==> src/nmr_seq_config.svh <==
// nmr sequencer configuration
// bus widths and buffer depth shared by rtl and testbench
`ifndef NMR_SEQ_CONFIG_SVH
`define NMR_SEQ_CONFIG_SVH

// ==============================
// program ram
// ==============================
`define SRAM_ADDR_WIDTH 8     // 256 words of program
`define SRAM_DAT_WIDTH  128   // one command per word

// ==============================
// command word fields
// ==============================
`define CMD_WIDTH       8     // opcode, top bits of the word
`define CNT_WIDTH       32    // segment duration in clocks
`define LOOP_WIDTH      16    // loop repeat count

// ==============================
// segment buffer
// ==============================
`define SEG_FIFO_DEPTH  4     // entries between fetcher and player

`endif
==> src/seq_cmd_pkg.sv <==
// sequencer command types
// opcodes, word fields and the buffered segment format
`include "nmr_seq_config.svh"

package seq_cmd_pkg;

	// ==============================
	// opcode field, word bits 127..120
	// ==============================
	typedef enum logic [`CMD_WIDTH-1:0] {
		OP_STOP    = 8'd0,   // end of program
		OP_PLAY    = 8'd1,   // one timed segment
		OP_LOOP    = 8'd2,   // open loop, count in bits 15..0
		OP_ENDLOOP = 8'd3    // close loop, jump back while passes left
	} opcode_t;              // other values end the program too

	// ==============================
	// word fields
	// ==============================
	typedef logic [`CNT_WIDTH-1:0]  seg_dur_t;   // bits 31..0, zero plays one clock
	typedef logic [`LOOP_WIDTH-1:0] loop_cnt_t;  // bits 15..0, zero runs body once

	// ==============================
	// segment as held in the fifo
	// ==============================
	typedef struct packed {
		logic     last;    // end marker, never played
		logic     level;   // output level, word bit 32
		seg_dur_t dur;     // clocks at that level
	} seg_t;

endpackage

==> src/sram_pkg.sv <==
// program ram types
// address and data word of the on-chip command memory
`include "nmr_seq_config.svh"

package sram_pkg;

	// word address into the program
	typedef logic [`SRAM_ADDR_WIDTH-1:0] sram_addr_t;

	// one full command word as read from the ram
	typedef logic [`SRAM_DAT_WIDTH-1:0] sram_word_t;

endpackage

==> src/seg_fifo_if.sv <==
// segment fifo link
// joins the command fetcher, the segment fifo and the pulse player
interface seg_fifo_if;
	import seq_cmd_pkg::*;

	logic wr_en;    // push strobe, only while full is low
	seg_t wr_seg;   // segment to push
	logic full;     // no room for a push
	logic rd_en;    // pop strobe, only while empty is low
	seg_t rd_seg;   // head entry, valid before the pop
	logic empty;    // nothing to pop

	// fetcher side
	modport producer (output wr_en, output wr_seg, input full);

	// fifo storage
	modport buffer (
		input  wr_en, wr_seg, rd_en,
		output full, rd_seg, empty
	);

	// player side
	modport consumer (output rd_en, input rd_seg, empty);

endinterface

==> src/nmr_seq_top.sv <==
// nmr pulse sequencer
// plays a command program from the external ram onto one gpio bit
module nmr_seq_top (
	input  logic                 clock_50,
	input  logic                 rst,
	input  logic                 start,        // run strobe
	output sram_pkg::sram_addr_t sram_addr,
	output logic                 sram_cs,
	input  sram_pkg::sram_word_t sram_rd_dat,
	output logic                 pulse_out,    // gpio bit
	output logic                 busy,
	output logic                 done,
	output logic                 underrun
);

	// ==============================
	// fetcher to player path
	// ==============================
	seg_fifo_if seg_if ();

	cmd_fetch u_fetch (
		.clk         (clock_50),
		.rst         (rst),
		.start       (start),
		.done        (done),          // releases busy
		.sram_addr   (sram_addr),
		.sram_cs     (sram_cs),
		.sram_rd_dat (sram_rd_dat),
		.busy        (busy),
		.fifo        (seg_if.producer)
	);

	seg_fifo u_fifo (
		.clk  (clock_50),
		.rst  (rst),
		.fifo (seg_if.buffer)
	);

	pulse_player u_player (
		.clk       (clock_50),
		.rst       (rst),
		.start     (start),
		.fifo      (seg_if.consumer),
		.pulse_out (pulse_out),
		.done      (done),
		.underrun  (underrun)
	);

endmodule

==> src/pulse_player.sv <==
// pulse player
// times segments from the fifo onto the output bit, back to back,
// and flags the end of the program and any starved segment
module pulse_player (
	input  logic          clk,
	input  logic          rst,
	input  logic          start,       // clears underrun when a run begins
	seg_fifo_if.consumer  fifo,
	output logic          pulse_out,
	output logic          done,        // one clock after the last segment
	output logic          underrun     // sticky until the next run
);
	import seq_cmd_pkg::*;

	logic     playing;   // segment on pulse_out
	logic     armed;     // inside a run from start to done
	seg_dur_t remain;    // clocks left including this one
	logic     seg_end;   // final clock of the segment

	assign seg_end = playing && (remain == seg_dur_t'(1));

	// pop on the final clock so the next segment abuts
	assign fifo.rd_en = !fifo.empty && (!playing || seg_end);

	always_ff @(posedge clk) begin
		if (rst) begin
			playing   <= 1'b0;
			armed     <= 1'b0;
			remain    <= '0;
			pulse_out <= 1'b0;
			done      <= 1'b0;
			underrun  <= 1'b0;
		end else begin
			done <= fifo.rd_en && fifo.rd_seg.last;   // marker reached
			if (start && !armed) begin
				armed    <= 1'b1;
				underrun <= 1'b0;
			end else if (done) begin
				armed <= 1'b0;
			end

			if (fifo.rd_en) begin
				if (fifo.rd_seg.last) begin
					playing   <= 1'b0;
					pulse_out <= 1'b0;   // low on the done clock
				end else begin
					playing   <= 1'b1;
					pulse_out <= fifo.rd_seg.level;
					remain    <= (fifo.rd_seg.dur == '0) ? seg_dur_t'(1) : fifo.rd_seg.dur;
				end
			end else if (seg_end) begin
				// segment over with nothing queued
				playing   <= 1'b0;
				pulse_out <= 1'b0;
				underrun  <= 1'b1;
			end else if (playing) begin
				remain <= remain - 1'b1;
			end
		end
	end

	// ==============================
	// checks
	// ==============================
	// output stays low between runs
	a_quiet_outside_run: assert property (@(posedge clk) disable iff (rst)
		!armed |-> !pulse_out);

	// segments only leave the fifo during an accepted run
	a_pop_in_run: assert property (@(posedge clk) disable iff (rst)
		fifo.rd_en |-> armed);

endmodule

==> src/seg_fifo.sv <==
// segment fifo
// circular buffer of timed segments between fetcher and player
`include "nmr_seq_config.svh"

module seg_fifo (
	input  logic       clk,
	input  logic       rst,
	seg_fifo_if.buffer fifo
);
	import seq_cmd_pkg::*;

	localparam int DEPTH = `SEG_FIFO_DEPTH;
	localparam int PTR_W = $clog2(DEPTH);
	localparam int CNT_W = $clog2(DEPTH + 1);

	seg_t             mem [DEPTH];   // segment store
	logic [PTR_W-1:0] wr_ptr;
	logic [PTR_W-1:0] rd_ptr;
	logic [CNT_W-1:0] count;         // entries held

	assign fifo.rd_seg = mem[rd_ptr];              // head shown before pop
	assign fifo.empty  = (count == '0);
	assign fifo.full   = (count == CNT_W'(DEPTH));

	always_ff @(posedge clk) begin
		if (fifo.wr_en)
			mem[wr_ptr] <= fifo.wr_seg;
	end

	always_ff @(posedge clk) begin
		if (rst) begin
			wr_ptr <= '0;
			rd_ptr <= '0;
			count  <= '0;
		end else begin
			if (fifo.wr_en)
				wr_ptr <= (wr_ptr == PTR_W'(DEPTH - 1)) ? '0 : wr_ptr + 1'b1;   // wrap
			if (fifo.rd_en)
				rd_ptr <= (rd_ptr == PTR_W'(DEPTH - 1)) ? '0 : rd_ptr + 1'b1;
			case ({fifo.wr_en, fifo.rd_en})
				2'b10:   count <= count + 1'b1;
				2'b01:   count <= count - 1'b1;
				default: count <= count;       // idle or push with pop
			endcase
		end
	end

	// ==============================
	// strobe rules
	// ==============================
	a_no_pop_empty: assert property (@(posedge clk) disable iff (rst)
		fifo.rd_en |-> !fifo.empty);

	a_no_push_full: assert property (@(posedge clk) disable iff (rst)
		fifo.wr_en |-> !fifo.full);

	a_count_bound: assert property (@(posedge clk) disable iff (rst)
		count <= CNT_W'(DEPTH));

endmodule

==> src/cmd_fetch.sv <==
// command fetcher
// walks the program ram from address 0, resolves one loop level
// and pushes play segments and the end marker into the segment fifo
`include "nmr_seq_config.svh"

module cmd_fetch (
	input  logic                 clk,
	input  logic                 rst,
	input  logic                 start,        // one-clock run request
	input  logic                 done,         // player finished the run
	output sram_pkg::sram_addr_t sram_addr,
	output logic                 sram_cs,
	input  sram_pkg::sram_word_t sram_rd_dat,  // valid one clock after sram_cs
	output logic                 busy,
	seg_fifo_if.producer         fifo
);
	import sram_pkg::*;
	import seq_cmd_pkg::*;

	typedef enum logic [1:0] {
		ST_IDLE,   // waiting for start
		ST_ADDR,   // address on the ram
		ST_DATA,   // word on sram_rd_dat
		ST_PUSH    // segment held while the fifo is full
	} fetch_state_t;

	// ==============================
	// registers
	// ==============================
	fetch_state_t state;
	sram_addr_t   pc;          // word being fetched
	sram_addr_t   loop_addr;   // first word of the loop body
	loop_cnt_t    loop_cnt;    // passes still to run
	seg_t         seg_hold;    // segment parked while full

	// ==============================
	// word decode
	// ==============================
	opcode_t op;
	logic    at_end;      // word closes the program
	logic    push_word;   // word yields a segment
	seg_t    word_seg;

	always_comb begin
		op        = opcode_t'(sram_rd_dat[`SRAM_DAT_WIDTH-1 -: `CMD_WIDTH]);
		// unknown opcodes and the top address both stop the run
		at_end    = (pc == {`SRAM_ADDR_WIDTH{1'b1}}) ||
		            !(op inside {OP_PLAY, OP_LOOP, OP_ENDLOOP});
		push_word = at_end || (op == OP_PLAY);

		word_seg.last  = at_end;
		word_seg.level = at_end ? 1'b0 : sram_rd_dat[`CNT_WIDTH];      // bit 32
		word_seg.dur   = at_end ? '0 : sram_rd_dat[`CNT_WIDTH-1:0];
	end

	// ==============================
	// ram and fifo side
	// ==============================
	assign sram_cs     = (state == ST_ADDR);   // one read per word
	assign sram_addr   = pc;
	assign fifo.wr_seg = (state == ST_PUSH) ? seg_hold : word_seg;
	assign fifo.wr_en  = !fifo.full &&
	                     ((state == ST_DATA && push_word) || state == ST_PUSH);

	// ==============================
	// sequencing
	// ==============================
	always_ff @(posedge clk) begin
		if (rst) begin
			state     <= ST_IDLE;
			pc        <= '0;
			loop_addr <= '0;
			loop_cnt  <= '0;
			busy      <= 1'b0;
		end else begin
			if (done)
				busy <= 1'b0;   // run ends with the player
			case (state)
				ST_IDLE: begin
					if (start && !busy) begin   // starts during a run are dropped
						state    <= ST_ADDR;
						pc       <= '0;
						loop_cnt <= '0;
						busy     <= 1'b1;
					end
				end
				ST_ADDR: state <= ST_DATA;
				ST_DATA: begin
					if (push_word) begin
						if (fifo.full)
							state <= ST_PUSH;       // retry from seg_hold
						else if (at_end)
							state <= ST_IDLE;       // marker pushed
						else begin
							pc    <= pc + 1'b1;
							state <= ST_ADDR;
						end
					end else if (op == OP_LOOP) begin
						loop_addr <= pc + 1'b1;    // body starts after the loop word
						loop_cnt  <= sram_rd_dat[`LOOP_WIDTH-1:0];
						pc        <= pc + 1'b1;
						state     <= ST_ADDR;
					end else begin
						// endloop falls through on a count of 0 or 1
						if (loop_cnt > loop_cnt_t'(1)) begin
							loop_cnt <= loop_cnt - 1'b1;
							pc       <= loop_addr;
						end else begin
							pc <= pc + 1'b1;
						end
						state <= ST_ADDR;
					end
				end
				ST_PUSH: begin
					if (!fifo.full) begin
						if (seg_hold.last)
							state <= ST_IDLE;
						else begin
							pc    <= pc + 1'b1;
							state <= ST_ADDR;
						end
					end
				end
				default: state <= ST_IDLE;
			endcase
		end
	end

	// parked copy of the decoded word
	always_ff @(posedge clk) begin
		if (state == ST_DATA)
			seg_hold <= word_seg;
	end

	// ==============================
	// checks
	// ==============================
	// the program ram is read only inside a run
	a_read_in_run: assert property (@(posedge clk) disable iff (rst)
		sram_cs |-> busy);

	// segments are pushed only inside a run
	a_push_in_run: assert property (@(posedge clk) disable iff (rst)
		fifo.wr_en |-> busy);

endmodule

==> config.mk <==
export PLATFORM = sky130hd
export DESIGN_NAME = nmr_seq_top
export DESIGN_NICKNAME = d
export VERILOG_FILES = /design/src/seq_cmd_pkg.sv /design/src/sram_pkg.sv /design/src/seg_fifo_if.sv /design/src/nmr_seq_top.sv /design/src/pulse_player.sv /design/src/seg_fifo.sv /design/src/cmd_fetch.sv
export VERILOG_INCLUDE_DIRS = /design/src
export SDC_FILE = /design/constraint.sdc
export NUM_CORES = 1
export LEC_CHECK = 0
export BUFFER_PORTS_ARGS = -buffer_cell sky130_fd_sc_hd__buf_2
export CORE_MARGIN = 4
export CORE_UTILIZATION = 55
export DETAILED_ROUTE_END_ITERATION = 8
export MAX_ROUTING_LAYER = met4
export PLACE_DENSITY = 0.76
export SLEW_MARGIN = 30
export SYNTH_ARGS = -nofsm -noshare
export SYNTH_HDL_FRONTEND = slang
export SYNTH_HIERARCHICAL = 1
export SYNTH_SLANG_ARGS = --single-unit
==> constraint.sdc <==
create_clock -name clock_50 -period 7.1 [get_ports clock_50]
set_clock_uncertainty 0.2 [all_clocks]
set_input_delay 0.71 -clock clock_50 [delete_from_list [all_inputs] [get_ports clock_50]]
set_output_delay 0.71 -clock clock_50 [all_outputs]
set_load 0.01 [all_outputs]
==> flow_summary.rst, run 1 <==
.. list-table::
   :header-rows: 1

   * - Metric
     - Value
   * - Share of async-settable or async-resettable flops after synthesis
     - 0%
   * - Number of distinct library cells after synthesis
     - 81
   * - Combined area of the multi-input logic cells
     - 4720 um^2
   * - Most used flip-flop cell after synthesis
     - edfxtp_1
   * - GRT Overall Usage
     - between 20% and 30%
   * - Area leader, netlist
     - edfxtp_1
   * - Slowest cell on crit path
     - nand4b_1
   * - Rel. slew slack
     - around two fifths
   * - Count of buffers added by post-CTS timing repair for setup
     - 0
   * - Startpoint Class
     - flop
   * - Final worst path period share
     - between 50 and 60%
   * - CP Class
     - flop to flop
   * - Area share of the largest cell type after synthesis
     - between 40% and 50%
   * - Count of yosys warnings during synthesis
     - 6
   * - Worst-path fanout max
     - 11
   * - Clock slew at the register clock pins of the worst setup and hold paths
     - 60 ps
   * - TritonCTS clock tree
     - done
   * - Total area of sequential cells
     - 6730 um^2
   * - Switching Share
     - 36.0%
   * - Post-layout nets
     - between 1k and 1.5k
   * - Simple-gate area share of the yosys netlist
     - 15.0%
   * - Dpl cell area
     - about 12000 um^2
   * - Number of buffers on the longest clock path
     - 3
   * - Final setup violation count
     - 0
   * - Num rows
     - 53
   * - CTS H-Tree Depth
     - 1
   * - Leading post-synthesis cells by cell area
     - edfxtp_1, dfxtp_1, mux4_2
   * - Peak per-stage delay on the critical path
     - 510 ps
   * - Multiplexer fraction of the synthesized cell area
     - a little over a tenth
   * - Vias in the first global route
     - just under 8k
   * - Final Core Density
     - around 62%
   * - Area growth syn-to-layout
     - 11.0%
   * - Diode count
     - 0
   * - Worst path arrival time
     - 4110 ps
   * - Startpoint of the worst hold path
     - u_player/remain[24]$_SDFFE_PP0P_
   * - Number of design-rule violations left by the first detailed-router iteration
     - 747
   * - Fraction of layout cells with a size suffix above 1
     - between 20% and 30%
   * - Endpoint with the worst hold slack
     - u_player/remain[24]$_SDFFE_PP0P_
   * - Reg2Reg Setup Slack
     - 3230 ps
   * - Largest family of logic cells by synthesized area
     - simple AND/OR/NAND/NOR gates
   * - Avg WL per Cell
     - 19.8 um
   * - Placed wire-length estimate after detailed placement
     - 16.3 mm
   * - Run status
     - finished, final reports clean
   * - Clk Tree Root Cell
     - clkbuf_16
   * - Unrepaired setup endpoints after global routing
     - false
   * - Reg-to-reg critical path startpoint
     - u_player/remain[12]$_SDFFE_PP0P_
   * - Layout fillers
     - about 1.6k
   * - Post-Synthesis Mean Instance Area
     - 12.5 um^2
   * - Worst IR drop on VDD
     - 0.000327 V
   * - Hold WC Path Type
     - flop to flop
   * - FMAX
     - roughly 260 MHz
   * - Crit Reg-Reg Endpoint
     - u_fifo/count[2]$_SDFFE_PP0P_
   * - Fraction of the yosys area taken by sequential cells
     - 56.9%
   * - TNS Setup
     - 0 ps
   * - Aggregate routed wire length
     - 25.4 mm
   * - Placed instance count
     - approximately 1.2k
   * - Tmin final
     - 3870 ps
   * - Measured slew at the worst slew-check pin
     - 878 ps
   * - Synth Area in Compound Gates
     - 11.1%
   * - Total number of vias
     - 8009
   * - Max Cap Violations
     - 0
   * - Final cell area excluding filler cells
     - 13100 um^2
   * - Synthesized netlist cell count
     - roughly 950
   * - Flip-flop and latch count after synthesis
     - 251
   * - Count of input and output buffers
     - 56
   * - Gate power share
     - 36.3%
   * - Internal power of the cells
     - 0.00333 W
   * - Synthesized Nets
     - 1092
   * - Clock sink count
     - 251
   * - Critical path, cell by cell
     - nor4_2, nand4b_1, o31ai_4, nand2b_1, inv_1, ha_1, inv_1, fa_1, xor2_1, or3_1, a21oi_1
   * - Cell with the most instances after synthesis
     - edfxtp_1
   * - Clock Latency Late Sink
     - slightly above 500 ps
   * - Detailed-route vias per instance
     - approximately 6.2
   * - Instance count along the most critical hold path
     - 2
   * - DRC errors left
     - 0
   * - Antenna violations before repair
     - 0
   * - Portion of total power attributed to the clock network
     - 25.7%
   * - Chip width
     - 155 um
   * - Worst-case setup margin in the final layout
     - about 3200 ps
   * - Fraction of synthesized cell area in xor and xnor cells
     - under 10%
   * - Starting density of the core
     - 56.0%
   * - Number of gates given a new drive strength after cts
     - 0
   * - Post-Place Setup Slack
     - roughly 2700 ps
   * - Switching component of the power
     - 0.00188 W
   * - Global route overflow
     - 0
   * - Pin count of the biggest net entering global routing
     - 48
   * - Most frequent CP cell
     - inv_1
   * - Fin. Hold Viols
     - 0
   * - Clock buffers created by TritonCTS
     - 25
   * - Number of detailed-route iterations in the first pass
     - 7
   * - Total Die Area
     - 23900 um^2
   * - Post-synthesis instance area
     - about 12000 um^2
   * - Ports
     - approximately 140
   * - Non-filler instance count after layout
     - roughly 1.3k
   * - Top cells by count, synth
     - edfxtp_1, dfxtp_1, nor2_1, nand2_1, a21oi_1
   * - Y dimension of the die
     - 155 um
   * - Nature of the critical path endpoint
     - flop
   * - Core outline area
     - 21100 um^2
   * - Final Max Tran Viols
     - 0
   * - Post-synth EDFFs
     - 170
   * - Post-route ant nets
     - 0
   * - Post-synthesis share of cell area spent on full adders, half adders and majority gates
     - 1.76%
   * - Pwr per Cell Area
     - 397 nW/um^2
   * - Hold buffers post-CTS
     - 0
   * - Weighted congestion at the end of routability-driven global placement
     - 0.872
   * - Number of cells on the worst reg-to-reg path
     - 11
   * - Sequential Power Share
     - 38.0%
   * - Leakage
     - 4.71 nW
   * - First-pass GRT wire length
     - around 41 mm
   * - Critical path required time
     - 7340 ps
## critical path, delay by kind of cell (launching register included)
| kind | cells | cell delay (ps) |
|---|---|---|
| compound gates | 2 | 550 |
| xor+xnor | 1 | 160 |
| fa+ha+maj | 2 | 620 |
| buf+inv | 2 | 370 |
| flops | 1 | 370 |
| simple gates | 4 | 1540 |
## metal layers
layer	global-route usage (%)	wire length (um)
met1	30.3	11100
met2	34.5	12400
met3	2.63	1480
met4	5.34	505
met5	-	0
## cell usage in the layout, fill, tap and decap left out, drive strengths merged, types with 15 or more instances in the layout
master  synthesis  final
edfxtp        170    170
dfxtp          81     81
nor2           76     76
buf            22     69
nand2          66     66
a21oi          50     50
and2           41     41
o21ai          35     35
mux4           34     34
clkbuf         26     34
mux2           33     33
inv            24     24
nand3          23     23
nor4           21     21
nor3           20     20
a31oi          16     16
ha             15     15
## stage by stage
stage | hold WS [ps] | power (W)
2_1_floorplan | 245 | 0.00344
3_3_place_gp | 252 | 0.00381
3_5_place_dp | 263 | 0.00385
4_1_cts | 272 | 0.00521
5_1_grt | 296 | 0.00551
6_report | 274 | 0.00521
## worst max path at each step
stage | slack (ps) | to | start
2_1_floorplan | 3150 | u_fifo/mem[0][0]$_DFFE_PP_ | u_fetch/state[0]$_SDFFE_PP0P_
3_3_place_gp | 2750 | u_fifo/count[2]$_SDFFE_PP0P_ | sram_rd_dat[125]
3_5_place_dp | 2720 | u_fifo/count[2]$_SDFFE_PP0P_ | sram_rd_dat[125]
4_1_cts | 3010 | u_fifo/count[2]$_SDFFE_PP0P_ | u_fetch/sram_addr[0]$_SDFFE_PP0P_
5_1_grt | 3030 | u_fifo/count[2]$_SDFFE_PP0P_ | u_player/remain[12]$_SDFFE_PP0P_
6_report | 3230 | u_fifo/count[2]$_SDFFE_PP0P_ | u_player/remain[12]$_SDFFE_PP0P_
## state kept, by name, indices dropped and copies added, names as in the netlist, named ones only
signal              flops
u_fetch/busy            1
u_fetch/seg_hold       34
u_fifo/mem            136
u_player/done           1
u_fifo/wr_ptr           2
u_fifo/rd_ptr           2
u_player/playing        1
u_player/underrun       1
u_fetch/sram_addr       8
u_player/armed          1
u_fifo/count            3
u_fetch/loop_addr       8
u_fetch/loop_cnt       16
u_fetch/state           2
u_player/pulse_out      1
u_player/remain        32
## kinds of logic (layout without fill, tap and decap cells)
kind of cell / Yosys count / after routing
muxes: 76 / 76
adders and majority gates: 16 / 16
AOI/OAI and AO/OA: 187 / 187
DFF: 251 / 251
xor gates and xnor gates: 20 / 20
and+or+nand+nor: 323 / 323
buffers and inverters: 72 / 137
## power groups by stage
stage	registers [W]	logic [W]	clock network (W)
finish	0.00198	0.00189	0.00134
global route	0.00201	0.00207	0.00142
CTS	0.00198	0.00187	0.00136
detailed placement	0.00200	0.00185	0
global placement	0.00199	0.00182	0
floorplan	0.00194	0.00150	0
## final cells by class
cell class | count | area share, %
sequential | 251 | 51.3
multi-input combinational | 622 | 36.0
clock buffer | 34 | 5.41
timing repair buffer | 69 | 3.03
tap | 275 | 2.62
clock inverter | 10 | 0.964
inverter | 24 | 0.687
(Power assumes the default switching activity.)
==> run 2, diff against run 1 <==
CORE_UTILIZATION = 53   (was 55)
PLACE_DENSITY = 0.77   (was 0.76)
clock period = 3.12 ns   (was 7.1 ns; I/O delays follow)
==> run 2 against run 1 <==
  * First-iteration DRC count fell by 4.1%
  * Cell area grew 5.8%
  * Hold slack worse by 250 ps
  * Worst setup slack lost 3100 ps
  * Count of clock-buffer cells in the layout increased by 2
  * Critical path depth is the same
  * Critical path type unchanged
  * Largest power group is now combinational cells
==> flow_summary.rst, run 2 (synthesis gave the netlist of run 1 again) <==
.. list-table::
   :header-rows: 1

   * - Metric
     - Value
   * - Routed length on met2
     - 13.4 mm
   * - Number of design-rule violations left by the first detailed-router iteration
     - 716
   * - Fin. Hold Viols
     - 0
   * - Clock slew at the register clock pins of the worst setup and hold paths
     - 60 ps
   * - Post-Route Hold Slack
     - 18.7 ps
   * - Area growth syn-to-layout
     - 17.4%
   * - Reg2Reg Setup Slack
     - approximately 140 ps
   * - Num rows
     - 54
   * - Gate power share
     - 41.0%
   * - TritonCTS clock tree
     - done
   * - CTS H-Tree Depth
     - 1
   * - Layout fillers
     - 1617
   * - Peak per-stage delay on the critical path
     - 380 ps
   * - Antenna violations before repair
     - 0
   * - Post-route ant nets
     - 0
   * - Placed wire-length estimate after detailed placement
     - 17.6 mm
   * - Worst path arrival time
     - roughly 3200 ps
   * - Clock sink count
     - 251
   * - Run status
     - finished, final reports clean
   * - Largest registers in the final layout
     - u_fifo/mem: 136 flops, u_fetch/seg_hold: 34 flops, u_player/remain: 32 flops
   * - Y dimension of the die
     - about 160 um
   * - Most frequent cells in the layout
     - edfxtp_1, dfxtp_1, nor2_1, nand2_1, buf_4
   * - Met3 WL
     - 1.76 mm
   * - Clock buffers created by TritonCTS
     - 26
   * - Worst IR drop on VDD
     - 0.000553 V
   * - Critical path, cell by cell
     - nor4_4, nand4b_1, o31ai_4, nand2b_1, inv_1, ha_2, inv_1, fa_1, xor2_1, or3_1, a21oi_1
   * - Pin count of the biggest net entering global routing
     - 43
   * - Switching component of the power
     - 0.00447 W
   * - Final Max Tran Viols
     - 0
   * - Starting density of the core
     - 54.0%
   * - Top layer used by detailed routing
     - met4
   * - Switching Share
     - 36.1%
   * - Total number of vias
     - 8427
   * - Rel. slew slack
     - a little over half
   * - Placed instance count
     - 1291
   * - Final worst path period share
     - 95.6%
   * - Most frequent CP cell
     - inv_1
   * - Internal power of the cells
     - 0.00793 W
   * - Fraction of layout cells with a size suffix above 1
     - approximately a quarter
   * - GRT Overall Usage
     - 22.5%
   * - Core outline area
     - 21900 um^2
   * - Worst-path fanout max
     - 3
   * - Ports
     - 144
   * - Detailed-route vias per instance
     - 6.12
   * - Leakage
     - 5.10 nW
   * - FMAX
     - 335 MHz
   * - Final setup violation count
     - 0
   * - Avg WL per Cell
     - between 15 and 20 um
   * - Clk Tree Root Cell
     - clkbuf_16
   * - Number of flip-flops under the largest register name
     - 136
   * - Number of detailed-route iterations in the first pass
     - 5
   * - Slowest cell on crit path
     - fa_1
   * - Number of buffers on the longest clock path
     - 3
   * - Diode count
     - 0
   * - Aggregate routed wire length
     - 27.2 mm
   * - Count of input and output buffers
     - 56
   * - Pwr per Cell Area
     - 894 nW/um^2
   * - Nature of the critical path endpoint
     - flop
   * - Startpoint Class
     - flop
   * - Sequential Power Share
     - 35.6%
   * - Hold WC Path Type
     - input pin to flop
   * - Most common library cell in the layout ignoring fill and taps
     - edfxtp_1
   * - Portion of total power attributed to the clock network
     - a little under a quarter
   * - Non-filler instance count after layout
     - between 1k and 1.5k
   * - Max Cap Violations
     - 0
   * - Chip width
     - 157 um
   * - DRC errors left
     - 0
   * - Vias in the first global route
     - 8288
   * - CP Class
     - flop to flop
   * - Weighted congestion at the end of routability-driven global placement
     - 0.887
   * - Critical path required time
     - 3370 ps
   * - Global route overflow
     - 0
   * - First-pass GRT wire length
     - 43.4 mm
   * - Post-layout nets
     - 1223
   * - Tmin final
     - 2980 ps
   * - Clock Latency Late Sink
     - 520 ps
   * - Measured slew at the worst slew-check pin
     - 717 ps
   * - Reg with most FFs
     - u_fifo/mem
   * - TNS Setup
     - 0 ps
   * - Final Core Density
     - 63.4%
   * - DRT met1 WL
     - 11.3 mm
   * - Total Die Area
     - 24700 um^2
## run 2: cell count changes in the layout (fill, tap and decap cells not counted), sizes merged
| cell | change |
|---|---|
| dlygate4sd3 | +34 |
| clkbuf | +2 |
| bufinv | -2 |
| clkinvlp | +1 |
| clkinv | +3 |
| buf | +48 |
## run 2: path summary, 6_finish.rpt
check                                         from                               end  cells after the start
setup / recovery  u_player/remain[12]$_SDFFE_PP0P_      u_fifo/count[2]$_SDFFE_PP0P_                     11
hold / removal                                 rst     u_fifo/wr_ptr[0]$_SDFFE_PP0P_                      2
setup reg to reg  u_player/remain[12]$_SDFFE_PP0P_      u_fifo/count[2]$_SDFFE_PP0P_                     11
hold reg to reg   u_player/remain[24]$_SDFFE_PP0P_  u_player/remain[24]$_SDFFE_PP0P_                      2
## run 2: worst max-delay path: cells and delay by family (launching register included)
kind	cells	cell delay [ps]
compound gates	2	460
xor+xnor	1	160
fa+ha+maj	2	590
buf+inv	2	170
flops	1	340
simple gates	4	1010
## run 2: power by group through the flow
stage	logic (W)	registers (W)	clock network, W
after CTS	0.00498	0.00439	0.00294
after global routing	0.00554	0.00447	0.00309
final	0.00508	0.00442	0.00290
after global placement	0.00475	0.00443	0
after detailed placement	0.00483	0.00445	0
after floorplan	0.00344	0.00441	0
## run 2: metal layers
metal / vias to the layer above / track usage (%)
met5: - / -
met4: 0 / 7.05
met3: 51 / 2.67
met2: 370 / 36.3
met1: 4112 / 30.1
li1: 3894 / -
## run 2: what timing repair did
| action | 4_1_cts | 5_1_grt |
|---|---|---|
| hold buffers | 34 | 0 |
| buffers inserted | 1 | 2 |
| endpoints found under the hold margin | 46 | 0 |
| resized for setup | 1 | 7 |
| pin swaps | 0 | 3 |
| setup endpoints to repair | 1 | 1 |
## run 2: area by class of cell
class / count / area [um^2] / area share (%)
timing repair buffer: 151 / 1130 / 8.13
tap: 280 / 350 / 2.53
clock inverter: 12 / 90.1 / 0.649
sequential: 251 / 6730 / 48.5
inverter: 24 / 90.1 / 0.649
clock buffer: 36 / 709 / 5.11
multi-input combinational: 622 / 4780 / 34.4
## run 2: stage by stage
stage               total power (W)  instance area [um^2]  worst slack [ps]
floorplan                   0.00784                 11800              18.4
global placement            0.00918                 12700               126
detailed placement          0.00928                 12700              5.87
CTS                          0.0123                 13800              26.3
global route                 0.0131                 13900             -28.4
finish                       0.0124                 13900               137
==> run 3, diff against run 2 <==
ABC_AREA = 1   (was unset)
PLACE_DENSITY = 0.76   (was 0.77)
==> run 3 against run 2 <==
  * Die area increased by 7.1%
  * Sequential share of layout area decreased by 2.0 points
  * Hold slack improved by 160 ps
  * Global-route usage increased by 0.090 points
  * Via count increased by 20%
  * Register-to-register slack improved by 340 ps
  * Count of clock-buffer cells in the layout increased by 5
  * Core utilization decreased by 2.0 points
  * Sequential power increased by 7.7%
  * Sequential cell count unchanged
  * Non-clock buffer count decreased by 32
  * Largest power group unchanged
==> flow_summary.rst, run 3 <==
.. list-table::
   :header-rows: 1

   * - Metric
     - Value
   * - Run status
     - finished, final reports clean
   * - Count of input and output buffers
     - 56
   * - Clock sink count
     - 251
   * - Rel. slew slack
     - 48.5%
   * - Clock buffers created by TritonCTS
     - 27
   * - Measured slew at the worst slew-check pin
     - 772 ps
   * - Layout fillers
     - 1990
   * - Critical path, cell by cell
     - ha_1, nand2_2, nor2_4, nand2_2, nand3_1, nand2_1, a21oi_1, inv_1, ha_1, inv_1, fa_1, inv_1, nand2_1, nand3_1, nand2_1, inv_1, nor2_1
   * - Ports
     - ~140
   * - Total Die Area
     - 26500 um^2
   * - Pin count of the biggest net entering global routing
     - 54
   * - CTS H-Tree Depth
     - 1
   * - Largest registers in the final layout
     - u_fifo/mem: 136 flops, u_fetch/seg_hold: 34 flops, u_player/remain: 32 flops
   * - Top layer used by detailed routing
     - met4
   * - Area leader, netlist
     - edfxtp_1
   * - CP Class
     - flop to flop
   * - Peak per-stage delay on the critical path
     - 380 ps
   * - Weighted congestion at the end of routability-driven global placement
     - about 0.90
   * - GRT Overall Usage
     - 22.5%
   * - Share of async-settable or async-resettable flops after synthesis
     - 0%
   * - Global route overflow
     - 0
   * - Delay-heaviest family, CP
     - adder cells
   * - DRC errors left
     - 0
   * - Clk Tree Root Cell
     - clkbuf_16
   * - Most frequent CP cell
     - inv_1
   * - Number of detailed-route iterations in the first pass
     - 5
   * - Synthesized netlist cell count
     - about 1.5k
   * - Post-synth EDFFs
     - 170
   * - Avg WL per Cell
     - 15.2 um
   * - Worst-path fanout max
     - 6
   * - Pwr per Cell Area
     - 1010 nW/um^2
   * - Post-Synthesis Mean Instance Area
     - 8.53 um^2
   * - Vias in the first global route
     - 9786
   * - FMAX
     - ~380 MHz
   * - Number of buffers on the longest clock path
     - 3
   * - Num rows
     - 56
   * - Post-Place Setup Slack
     - 495 ps
   * - Dpl cell area
     - 13300 um^2
   * - Area share of the largest cell type after synthesis
     - 40.2%
   * - Crit path buf inv count
     - 4
   * - Worst path arrival time
     - 2860 ps
   * - Flip-flop and latch count after synthesis
     - 251
   * - Routed length on met2
     - approximately 14 mm
   * - Post-synthesis instance area
     - 12700 um^2
   * - Worst IR drop on VDD
     - roughly 0.00071 V
   * - Number of cells on the worst reg-to-reg path
     - 17
   * - Number of flip-flops under the largest register name
     - 136
   * - Antenna violations before repair
     - 0
   * - Aggregate routed wire length
     - slightly below 30 mm
   * - Most common library cell in the layout ignoring fill and taps
     - nand2_1
   * - Cell with the most instances after synthesis
     - nand2_1
   * - Most used flip-flop cell after synthesis
     - edfxtp_1
   * - Unrepaired setup endpoints after global routing
     - false
   * - Fraction of layout cells with a size suffix above 1
     - a little over an eighth
   * - Core outline area
     - 23500 um^2
   * - Instance count along the most critical hold path
     - 5
   * - Final Max Tran Viols
     - 0
   * - Fraction of the yosys area taken by sequential cells
     - 53.0%
   * - Max Cap Violations
     - 0
   * - Reg2Reg Setup Slack
     - 480 ps
   * - TritonCTS clock tree
     - done
   * - Tmin final
     - 2640 ps
   * - Clock slew at the register clock pins of the worst setup and hold paths
     - 60 ps
   * - Most frequent cells in the layout
     - nand2_1, nor2_1, edfxtp_1, inv_1, o21ai_0
   * - Critical path required time
     - 3340 ps
   * - Number of distinct library cells after synthesis
     - 43
   * - Final Core Density
     - 61.4%
   * - Final setup violation count
     - 0
   * - Fin. Hold Viols
     - 0
   * - Post-layout nets
     - between 1.5k and 2k
   * - Y dimension of the die
     - 163 um
   * - Leading post-synthesis cells by cell area
     - edfxtp_1, dfxtp_1, nand2_1
   * - Total number of vias
     - slightly above 10k
   * - Worst-case setup margin in the final layout
     - ~480 ps
   * - Final cell area excluding filler cells
     - 14500 um^2
   * - Cell count along the critical path
     - 17
   * - TNS Setup
     - 0 ps
   * - Top cells by count, synth
     - nand2_1, nor2_1, edfxtp_1, inv_1, o21ai_0
   * - Nature of the critical path endpoint
     - flop
   * - Area growth syn-to-layout
     - 13.9%
   * - First-pass GRT wire length
     - 47.9 mm
   * - Hold WC Path Type
     - input pin to flop
   * - Starting density of the core
     - 53.9%
   * - Final worst path period share
     - 84.7%
   * - Number of gates given a new drive strength after cts
     - 0
   * - Placed wire-length estimate after detailed placement
     - 18.9 mm
   * - Detailed-route vias per instance
     - 5.27
   * - Count of yosys warnings during synthesis
     - 6
   * - Post-Route Hold Slack
     - 178 ps
   * - Post-route ant nets
     - 0
   * - Startpoint Class
     - flop
   * - Reg with most FFs
     - u_fifo/mem
   * - Slowest cell on crit path
     - fa_1
   * - Clock Latency Late Sink
     - around 530 ps
   * - Synthesized Nets
     - 1636
   * - Number of design-rule violations left by the first detailed-router iteration
     - 675
   * - Met3 WL
     - 1.75 mm
   * - DRT met1 WL
     - approximately 12 mm
   * - Leakage
     - ~6 nW
   * - Chip width
     - 163 um
[run 3: report_power, final]
part / internal, W / switching [W] / total [W]
logic: 0.00233 / 0.00463 / 0.00695
clock network: 0.00170 / 0.00125 / 0.00295
registers: 0.00430 / 0.000460 / 0.00476
[run 3: final cells by class]
class / count / area, um^2 / area share [%]
flip-flops and latches: 251 / 6730 / 46.5
clock buffers: 41 / 769 / 5.32
well taps: 319 / 399 / 2.76
inverters: 140 / 531 / 3.67
multi-input cells: 1037 / 5090 / 35.2
clock inverters: 8 / 50.0 / 0.346
repair buffers: 119 / 893 / 6.18
diodes: 1 / 2.50 / 0.0173
[run 3: worst paths after layout]
kind                                     startpoint                           endpoint
setup / recovery  u_fetch/sram_addr[0]$_SDFFE_PP0P_       u_fifo/count[2]$_SDFFE_PP0P_
hold / removal                     sram_rd_dat[120]      u_fetch/state[1]$_SDFFE_PP0P_
setup reg to reg  u_fetch/sram_addr[0]$_SDFFE_PP0P_       u_fifo/count[2]$_SDFFE_PP0P_
hold reg to reg   u_fetch/loop_addr[1]$_SDFFE_PP0P_  u_fetch/loop_addr[1]$_SDFFE_PP0P_
[run 3: what timing repair did]
action | in CTS | in global routing
buffers inserted | 0 | 0
endpoints found under the hold margin | 47 | 0
hold buffers | 36 | 0
[run 3: per-stage QoR]
stage / std cells / power, W
after floorplan: 1489 / 0.0101
after global routing: 1915 / 0.0159
after global placement: 1830 / 0.0115
after detailed placement: 1830 / 0.0116
after CTS: 1915 / 0.0147
final: 1916 / 0.0147
[run 3: routing by layer]
layer | up-vias | global-route usage (%)
li1 | 5052 | -
met1 | 4720 | 28.3
met2 | 274 | 38.8
met3 | 57 | 3.16
met4 | 0 | 5.64
met5 | - | -
[run 3: kinds of logic after synthesis]
group                      Yosys count  share of synthesized area [%]
AOI/OAI and AO/OA                  211                           10.4
xor gates and xnor gates            31                           2.14
adders and majority gates           16                           1.64
buffers and inverters              201                           7.03
DFF                                251                           53.0
and+or+nand+nor                    779                           25.8
[run 3: tightest hold or removal path, cell delays in order]
cell,delay [ps]
buf_2,100
nand3_1,90
nand3_1,110
nand3_1,160
a31oi_1,90
